$ cat src/common/cache_macros.svh
`ifndef CACHE_MACROS_SVH
`define CACHE_MACROS_SVH

// Cache geometry, 4 KB direct mapped
`define CACHE_LINES     256
`define CACHE_INDEX_W   8
`define CACHE_OFFSET_W  4
`define CACHE_TAG_W     20
`define CACHE_LINE_W    128
`define CACHE_WORD_W    32

// Backing line memory
`define MEM_LINES       1024
`define MEM_LATENCY     3      // Strobe to ack, in cycles

`endif

$ cat src/common/cache_pkg.sv
`default_nettype none
`include "cache_macros.svh"

package cache_pkg;

    // Processor byte address as seen by the cache
    typedef struct packed {
        logic [`CACHE_TAG_W-1:0]    tag;
        logic [`CACHE_INDEX_W-1:0]  index;
        logic [`CACHE_OFFSET_W-1:0] offset;
    } cache_addr_t;

    typedef struct packed {
        logic wr_en;        // Word write into the addressed line
        logic rd_en;        // Word read out
        logic mem_wr;       // Launch victim writeback
        logic mem_rd;       // Fetch level, install on ack
        logic clean_step;   // Advance flush index
        logic clean_hold;   // Keep flush index while waiting
    } ctrl_cmd_t;

    typedef struct packed {
        logic [31:0]              addr;  // Line aligned
        logic [`CACHE_LINE_W-1:0] data;
        logic                     rd;
        logic                     wr;
    } mem_req_t;

    typedef struct packed {
        logic [`CACHE_LINE_W-1:0] data;
        logic                     ack;
    } mem_rsp_t;

    typedef struct packed {
        logic hit;
        logic victim_dirty;
        logic flush_dirty;
        logic flush_last;
    } dp_status_t;

    typedef enum logic [2:0] {
        IDLE, COMPARE, WRITEBACK, FETCH, FLUSH_SCAN, FLUSH_WB, FLUSH_DONE
    } ctrl_state_e;

endpackage

`default_nettype wire

$ cat src/cache/cache_controller.sv
`timescale 1ns/1ps
`default_nettype none

module cache_controller (
    input  wire                        clk,
    input  wire                        rst,
    input  wire                        cpu_req_i,
    input  wire                        cpu_we_i,
    input  wire                        flush_i,
    input  wire cache_pkg::dp_status_t status_i,
    input  wire                        mem_ack_i,
    output cache_pkg::ctrl_cmd_t       cmd_o,
    output logic                       done_o,
    output logic                       flush_done_o
);
    cache_pkg::ctrl_state_e state_q;
    cache_pkg::ctrl_state_e state_d;

    always_ff @(posedge clk or negedge rst)
    begin
        if (!rst)
            state_q <= cache_pkg::IDLE;
        else
            state_q <= state_d;
    end

    always_comb
    begin
        state_d      = state_q;
        cmd_o        = '0;
        done_o       = 1'b0;
        flush_done_o = 1'b0;

        case (state_q)
            cache_pkg::IDLE:
            begin
                if (flush_i)
                    state_d = cache_pkg::FLUSH_SCAN;   // Flush wins over a request
                else if (cpu_req_i)
                    state_d = cache_pkg::COMPARE;
            end

            cache_pkg::COMPARE:
            begin
                if (status_i.hit)
                begin
                    cmd_o.wr_en = cpu_we_i;
                    cmd_o.rd_en = !cpu_we_i;
                    done_o      = 1'b1;
                    state_d     = cache_pkg::IDLE;
                end
                else if (status_i.victim_dirty)
                begin
                    cmd_o.mem_wr = 1'b1;
                    state_d      = cache_pkg::WRITEBACK;
                end
                else
                    state_d = cache_pkg::FETCH;
            end

            cache_pkg::WRITEBACK:
            begin
                if (mem_ack_i)
                    state_d = cache_pkg::FETCH;
            end

            // Line gets installed in the ack cycle, then the access retries
            cache_pkg::FETCH:
            begin
                cmd_o.mem_rd = 1'b1;
                if (mem_ack_i)
                    state_d = cache_pkg::COMPARE;
            end

            cache_pkg::FLUSH_SCAN:
            begin
                if (status_i.flush_dirty)
                begin
                    cmd_o.mem_wr     = 1'b1;
                    cmd_o.clean_hold = 1'b1;
                    state_d          = cache_pkg::FLUSH_WB;
                end
                else if (status_i.flush_last)
                    state_d = cache_pkg::FLUSH_DONE;
                else
                    cmd_o.clean_step = 1'b1;
            end

            cache_pkg::FLUSH_WB:
            begin
                if (mem_ack_i)
                begin
                    cmd_o.clean_step = 1'b1;
                    if (status_i.flush_last)
                        state_d = cache_pkg::FLUSH_DONE;
                    else
                        state_d = cache_pkg::FLUSH_SCAN;
                end
                else
                    cmd_o.clean_hold = 1'b1;   // Stall on this index
            end

            cache_pkg::FLUSH_DONE:
            begin
                flush_done_o = 1'b1;           // Held until flush_i drops
                if (!flush_i)
                    state_d = cache_pkg::IDLE;
            end

            default:
                state_d = cache_pkg::IDLE;
        endcase
    end

    a_no_req_in_flush: assert property (@(posedge clk) disable iff (!rst)
        flush_i |-> !cpu_req_i)
        else $error("Processor request raised during a flush");

    a_done_with_req: assert property (@(posedge clk) disable iff (!rst)
        done_o |-> cpu_req_i)
        else $error("done_o pulsed with no request pending");

endmodule

`default_nettype wire

$ cat config.mk
export PLATFORM = sky130hd
export DESIGN_NAME = cache_controller
export DESIGN_NICKNAME = d
export VERILOG_FILES = /design/src/common/cache_pkg.sv /design/src/cache/cache_controller.sv
export VERILOG_INCLUDE_DIRS = /design/src /design/src/common
export SDC_FILE = /design/constraint.sdc
export NUM_CORES = 1
export LEC_CHECK = 0
export ABC_CLOCK_PERIOD_IN_PS = 1670
export BUFFER_PORTS_ARGS = -buffer_cell sky130_fd_sc_hd__buf_2
export CAP_MARGIN = 20
export CELL_PAD_IN_SITES_DETAIL_PLACEMENT = 1
export CELL_PAD_IN_SITES_GLOBAL_PLACEMENT = 1
export CORE_AREA = 2 2 39 41
export DETAILED_ROUTE_END_ITERATION = 10
export DIE_AREA = 0 0 41 43
export PLACE_DENSITY = 0.69
export RECOVER_POWER = 25
export SLEW_MARGIN = 10
export SYNTH_ARGS = -nofsm -noshare
export SYNTH_HDL_FRONTEND = slang
export SYNTH_SLANG_ARGS = --single-unit
export TNS_END_PERCENT = 20
$ cat constraint.sdc
create_clock -name clk -period 1.67 [get_ports clk]
set_input_delay 0.0835 -clock clk [delete_from_list [all_inputs] [get_ports clk]]
set_output_delay 0.0835 -clock clk [all_outputs]
set_load 0.1 [all_outputs]
Word level (Yosys, flattened, before mapping) --
Index checks and enable logic that the tools add are counted.
Word-level totals: register bits 3, input bits 10, output and inout port bits 8
Cells by class: equal/unequal tests 12, muxes and demuxes 27, reductions and logical operators 3
Operators with widths (number):
- two-way mux 3 bit | 9
- one-hot mux 3 bit (7 select lines) | 1
- two-way mux 1 bit | 12
- == test 3 bit (second input constant) | 3
- inequality test 2 bit (second input constant) | 4
- == test 3 x 2 -> 1 bit (second input constant) | 2
- two-way mux 2 bit | 3
- inequality test 3 bit (second input constant) | 2
- AND reduction 6 bit | 1
- one-hot mux 2 bit (2 select lines) | 1
- == test 3 x 1 -> 1 bit (second input constant) | 1
- zero test 3 bit | 1
- one-hot mux 1 bit (2 select lines) | 1
- zero test 1 bit | 1

Depth between registers and ports, before layout --
Gate-level depths: netlist of run 1.
depth in word-level cells 3, gate-level depth with buffers 5, depth with buffers taken out 4

Worst setup path after synthesis of run 1 --
Ideal clock, no wire load.
path type reg2out, start register state_q[2], end output cmd_o[4] in the netlist's numbering, arrival 3.095 ns, slack -1.509 ns, stages on the path, launching flop included 4, path buffers 1, cell sequence dfrtp_1 -> buf_4 -> nor4b_4 -> nor2b_1
RTL lines:
- from (decl) | line cache_controller.sv:16 | cache_pkg::ctrl_state_e state_q;
- from (signal assigned) | line cache_controller.sv:22 | state_q <= cache_pkg::IDLE;
- from (signal assigned) | line cache_controller.sv:24 | state_q <= state_d;
- to (decl) | line cache_controller.sv:12 | output cache_pkg::ctrl_cmd_t cmd_o,

==> flow_summary_export.csv, run 1 <==
group,metric,value,unit
status,status,"complete, no violations",
pwr,power_leakage,0.261,nW
place,dpl_worst_slack,252,ps
timing,worst_pin_slew,431,ps
drt,wl_per_cell,13.6,microns
finish,largest-register,"state_q",
pwr,p_seq_frac,0.153,
floorplanning,die-area,1760,sq um
place,dp_hpwl,873,microns
yosys,synth_top_area_frac,0.195,
drt,drt_iter0_markers,4,
place,gp_congestion,0.745,
worst_setup_path,r2r-end,"state_q[0]",
timing,grt_setup_unrepaired,"yes",
worst_hold_path,min_path_type,"input port to asynchronous set/reset pin",
floorplanning,die_w,41,microns
worst_setup_path,cp_slowest_cell,"dfrtp_2",
floorplanning,core_area,1380,sq um
run,drv_cap,0,
worst_setup_path,reg2reg_slack,280,ps
timing,setup_viol,0,
worst_setup_path,required,1590,ps
place,portBuffers,17,
drt,drt_drc_violations_left,0,
yosys,synth_top_family_by_area,"simple AND/OR/NAND/NOR gates",
floorplanning,initial_core_util,0.278,
cts,clockRootBuffer,"clkbuf_4",
worst_setup_path,end_kind,"output pin",
cts,cts_sinks,3,
timing,final-hold-violation-count,0,
timing,slew_headroom,0.713,
worst_setup_path,cp_max_fo,11,
global_route,grt_pass1_wl,1870,microns
finish,stdcell_count,83,
yosys,ys_async_sr_fraction,1.00,
yosys,synth.area.top_cells,"dfrtp_1 (19%), a21oi_1 (7.8%), nor4b_4 (6.2%)",
finish,drive_gt1_frac,0.537,
pwr,peakVddDrop,1.13,mV
global_route,grt-ovfl-total,0,
worst_setup_path,crit_chain,"nor4b_1 > a21oi_1 > nor2_1 > buf_12",
worst_setup_path,cpLargestDelayFamily,"simple AND/OR/NAND/NOR gates",
drt,via_count,415,
yosys,synth_compound_area_frac,0.276,
finish,diodes,0,
yosys,yosys.cell_types.count,28,
worst_setup_path,cp.buffers_inverters,1,
worst_setup_path,worstSetupPathType,"flip-flop to output pin",
yosys,synth.avg_cell_area,8.38,sq um
place,placed_cells,77,
floorplanning,io_pins,18,
pwr,p_clk_frac,0.096,
yosys,yosysSeqAreaShare,0.195,
pwr,power_frac_comb,0.751,
yosys,synth_fa_ha_area_frac,0.0260,
pwr,p_sw_frac,0.568,
drt,drt_pass1_iterations,4,
yosys,synth_xor_xnor_area_share,0,
finish,syn_to_final_growth,70.5,%
yosys,synthMuxAreaShare,0,
timing,fin_worst_skew,0.442,ps
drt,routed_wl,1130,microns
finish,largest_reg_flops,3,
drt,via_per_inst,5.00,
finish,top_regs,"state_q x3",
worst_setup_path,rr_worst_depth,5,
worst_setup_path,worstReg2RegStart,"state_q[0]",
global_route,grt_max_degree,12,
cts,h-tree-depth,1,
timing,setup_ws,50.5,ps
timing,drv_slew,0,
timing,fin_crit,1620,ps
worst_setup_path,startpoint_type,"flip-flop",
yosys,yosysWarnings,0,
timing,fin_crit_sh,0.970,
pwr,power,0.00138,W
pwr,power_switching,0.000782,W
drt,ant_nets,0,
cts,cts_tree,"built",
finish,final_nets,78,
yosys,synth_flop_cell,"dfrtp_1",
worst_setup_path,crit_arrival,1540,ps
worst_setup_path,critical_path.max_stage_delay,490,ps
timing,fmax,0.617,GHz
cts,cts_buffer_depth,2,
global_route,antenna_found_initial,0,
yosys,synth-seq-cells,3,
floorplanning,row_count,14,
cts,clkSlewWorstSetupHoldPaths,40,ps
pwr,p_int,0.000594,W
global_route,grt_pass1_vias,470,
cts,cts_made_buffers,3,
yosys,synthSimpleGateAreaFrac,0.380,
yosys,synthCells,46,
global_route,grt_use_total,0.153,
yosys,synth-edff-count,0,
yosys,yosysTopAreaCell,"dfrtp_1",
pwr,powerDensity,2090,nW/um^2
yosys,netlist_area,385,sq um
yosys,syn-num-nets,56,
cts,clk_latency,230,ps
floorplanning,die_y,43,microns
-- cells by family (layout without fill, tap and decap cells) --
| group | Yosys count | in the layout |
|---|---|---|
| AO/OA/AOI/OAI | 15 | 15 |
| AND/OR/NAND/NOR | 21 | 21 |
| flip-flops | 3 | 3 |
| adder cells (fa/ha/maj) | 1 | 1 |
| buffers and inverters | 6 | 27 |
-- layout by cell type (no fill, tap or decap) --
master,count
dfrtp_2,2
nor2b_1,1
nand2_1,2
a31oi_1,1
nor2b_4,1
a211oi_2,1
buf_2,8
a21oi_1,6
nor4b_4,1
dfrtp_1,1
buf_4,3
and2_2,1
o211ai_1,1
a21oi_2,1
o21ai_1,1
buf_12,8
and3_1,1
o32ai_2,1
nor4_2,1
and2b_1,2
maj3_1,1
inv_6,1
dlygate4sd3_1,1
clkbuf_1,2
o22ai_2,1
clkbuf_4,3
o21bai_1,1
nor3_2,1
o21ai_0,1
inv_4,1
nor2_1,4
or2_1,1
nor3_1,3
nor3b_2,1
nor4b_1,1
-- cell type report --
| class | instances | area, sq um |
|---|---|---|
| fillers | 174 | 727 |
| multi-input cells | 37 | 282 |
| repair buffers | 21 | 236 |
| flip-flops and latches | 3 | 77.6 |
| clock buffers | 4 | 26.3 |
| well taps | 16 | 20.0 |
| inverters | 2 | 15.0 |
-- stage by stage --
stage | hold WS (ps) | area, sq um | util | TNS (ps)
2_1_floorplan | -212 | 407 | - | -3220
3_3_place_gp | -117 | 609 | 0.440 | 0
3_5_place_dp | -113 | 609 | 0.440 | 0
4_1_cts | 175 | 647 | 0.467 | 0
5_1_grt | 216 | 657 | 0.475 | -34.5
6_report | 194 | 657 | 0.475 | 0
-- power by group through the flow --
stage,clock network (W),registers (W),logic [W]
6_report,0.000132,0.000210,0.00103
5_1_grt,0.000144,0.000219,0.00109
4_1_cts,0.000139,0.000204,0.00104
3_5_place_dp,0,0.000201,0.00103
3_3_place_gp,0,0.000201,0.00101
2_1_floorplan,0,0.000120,0.000832
-- timing repair --
item | CTS | global route
setup buffers | 0 | 1
pin swaps | 0 | 1
resized for setup | 1 | 2
hold buffers | 1 | 0
endpoints found under the hold margin | 3 | 0
setup endpoints to repair | 1 | 5
-- routing by layer --
layer  track usage  vias up  part of all wire
li1              -      208                 -
met1         0.183      196              0.43
met2         0.247       11              0.53
met3        0.0471        0             0.044
met4        0.0533        0                 0
met5             0        -                 0
-- cells in the mapped netlist, types with 2 or more instances --
library cell,instances
a21oi_1,6
buf_4,2
and2b_1,2
nor2b_1,2
buf_6,2
nor3_1,4
dfrtp_1,3
nand2_1,2
nor2_1,4
-- worst max path at each step --
stage,slack (ps),cells past startpoint,endpoint,startpoint
after global routing,-20,4,cmd_o[0],state_q[1]
final,50,4,cmd_o[3],state_q[2]
after global placement,250,4,cmd_o[4],state_q[0]
after floorplan,-800,4,cmd_o[4],state_q[0]
after detailed placement,250,4,cmd_o[3],state_q[2]
after CTS,2,3,cmd_o[5],state_q[1]
(Power assumes the default switching activity.)
==> run 2: changes to the inputs <==
==> constraint.sdc (replaced) <==
create_clock -name clk -period 1.67 [get_ports clk]
set_input_delay 0.334 -clock clk [delete_from_list [all_inputs] [get_ports clk]]
set_output_delay 0.334 -clock clk [all_outputs]
set_load 0.1 [all_outputs]
==> run 2 against run 1 <==
The run now ends with negative setup slack left. Clock power increased by 13%. Flip-flop and latch count stayed put. Routed wire length rose by 14%. Cell area increased by 7.4%. Clock skew barely moved. Global-route usage increased by 3.1 points. Critical path type unchanged. Sequential power shrank 9%. Highest routed layer is now met4. Fmax is 9.6% lower. Non-clock buffer count increased by 3. Utilization up 3.5 points. First-iteration DRC count is 25% lower.
==> flow_summary_export.csv, run 2 (synthesis results as in run 1) <==
group,metric,value,unit
timing,fin_setup_tns,-520,ps
finish,final_nets,81,
cts,cts_buffer_depth,2,
floorplanning,io_pins,18,
global_route,grt_pass1_vias,478,
place,portBuffers,17,
status,status,"finished, violations left",
worst_setup_path,cp_max_fo,5,
cts,cts_tree,"built",
worst_setup_path,cpLargestDelayFamily,"simple AND/OR/NAND/NOR gates",
floorplanning,row_count,14,
floorplanning,die-area,1760,sq um
cts,clkSlewWorstSetupHoldPaths,50,ps
timing,setup_viol,6,
finish,seqCellArea,78.8,sq um
drt,drt_iter0_markers,3,
pwr,power_leakage,0.282,nW
drt,routed_wl,1290,microns
global_route,grt_pass1_wl,2170,microns
worst_setup_path,r2r-end,"state_q[0]",
worst_setup_path,reg2reg_slack,310,ps
drt,drt_pass1_iterations,3,
floorplanning,die_y,43,microns
worst_setup_path,crit_cells,4,
worst_setup_path,end_kind,"output pin",
worst_setup_path,cp_slowest_cell,"dfrtp_2",
timing,drv_slew,0,
finish,stdcell_count,86,
pwr,peakVddDrop,0.979,mV
worst_setup_path,crit_arrival,1460,ps
global_route,grt_use_total,0.184,
cts,clk_latency,250,ps
worst_setup_path,cp.buffers_inverters,2,
run,drv_cap,0,
drt,via_count,441,
timing,worst_pin_slew,259,ps
finish,fill_cells,166,
timing,setup_ws,-122,ps
place,dp_hpwl,894,microns
timing,slew_headroom,0.827,
pwr,p_clk_frac,0.100,
drt,ant_nets,0,
floorplanning,initial_core_util,0.278,
cts,clockRootBuffer,"clkbuf_4",
finish,syn_to_final_growth,83.1,%
status,violations,"negative setup slack",
worst_setup_path,worstSetupStartpoint,"state_q[0]",
timing,fin_crit,1790,ps
worst_setup_path,critical_path.max_stage_delay,420,ps
finish,largest-register,"state_q",
worst_setup_path,crit_chain,"inv_6 > nor4b_4 > nor2b_4 > buf_12",
place,placed_cells,79,
global_route,grt_max_degree,12,
pwr,p_int,0.000653,W
finish,final_cell_mix,"buf_2 (8), buf_12 (8), a21oi_1 (6)",
timing,final-hold-violation-count,0,
drt,via_per_inst,5.13,
timing,fin_worst_skew,0.678,ps
worst_setup_path,startpoint_type,"flip-flop",
pwr,power_switching,0.000843,W
pwr,powerDensity,2120,nW/um^2
timing,fin_crit_sh,1.07,
floorplanning,core_area,1380,sq um
finish,top_regs,"state_q x3",
finish,diodes,0,
worst_setup_path,worstSetupPathType,"flip-flop to output pin",
global_route,grt-ovfl-total,0,
worst_setup_path,worstReg2RegStart,"state_q[0]",
worst_setup_path,required,1340,ps
cts,h-tree-depth,1,
floorplanning,die_w,41,microns
place,gp_congestion,0.789,
finish,multiInputGateArea,302,sq um
worst_hold_path,min_path_type,"input port to asynchronous set/reset pin",
timing,fmax,0.558,GHz
drt,wl_per_cell,15.0,microns
pwr,p_sw_frac,0.564,
timing,grt_setup_unrepaired,"yes",
cts,cts_made_buffers,3,
cts,cts_sinks,3,
finish,largest_reg_flops,3,
worst_setup_path,rr_worst_depth,5,
drt,drt_drc_violations_left,0,
finish,drive_gt1_frac,0.629,
pwr,power_frac_comb,0.772,
pwr,p_seq_frac,0.129,
global_route,antenna_found_initial,0,
==> run 2: changes by cell type in the layout (fill, tap and decap cells not counted), sizes merged <==
| cell | change |
|---|---|
| buf | +3 |
==> run 2: how the worst max path moves through the flow <==
| stage | to | slack, ps |
|---|---|---|
| floorplan | cmd_o[4] | -1050 |
| global placement | cmd_o[4] | 30 |
| detailed placement | cmd_o[4] | 40 |
| CTS | cmd_o[4] | -140 |
| global route | cmd_o[4] | -190 |
| finish | cmd_o[4] | -120 |
==> run 2: layout make-up <==
cell class / instances / area share
inverter: 2 / 0.0177
clock buffer: 4 / 0.0372
tap: 16 / 0.0284
multi-input combinational: 37 / 0.427
sequential: 3 / 0.112
timing repair buffer: 24 / 0.378
==> run 2: worst register-to-register path, cell delays in order, from the launching register on <==
cell     delay, ps
dfrtp_2        450
buf_6          160
and2b_1        250
a21oi_1        100
a21oi_2        180
o21ai_1        100
==> run 2: metrics by stage <==
| step | setup WS, ps | total power, W | util | instance area [sq um] | hold WS [ps] |
|---|---|---|---|---|---|
| finish | -122 | 0.00150 | 0.510 | 706 | 463 |
| global route | -194 | 0.00157 | 0.510 | 706 | 484 |
| CTS | -142 | 0.00148 | 0.506 | 701 | 420 |
| detailed placement | 35.9 | 0.00126 | 0.451 | 624 | 135 |
| global placement | 27.8 | 0.00124 | 0.451 | 624 | 135 |
| floorplan | -1050 | 0.000952 | - | 407 | 38.4 |
==> run 2: repair_timing <==
item / in CTS / in global routing
hold endpoints to repair: 3 / 0
gates resized for setup: 8 / 2
hold buffers: 1 / 0
buffers inserted: 2 / 0
pin swaps: 2 / 1
setup endpoints to repair: 7 / 7
==> run 2: routing by layer <==
layer / track usage / part of all wire / vias to the layer above
met2: 0.294 / 0.53 / 14
li1: - / - / 218
met4: 0.100 / 0.023 / 0
met1: 0.217 / 0.39 / 206
met5: 0 / 0 / -
met3: 0.0366 / 0.054 / 3
==> run 2: power groups by stage <==
| stage | logic [W] | registers, W | clock network, W |
|---|---|---|---|
| after floorplan | 0.000832 | 0.000120 | 0 |
| after global placement | 0.00107 | 0.000175 | 0 |
| after detailed placement | 0.00108 | 0.000176 | 0 |
| after CTS | 0.00115 | 0.000189 | 0.000145 |
| after global routing | 0.00121 | 0.000201 | 0.000159 |
| final | 0.00115 | 0.000192 | 0.000149 |
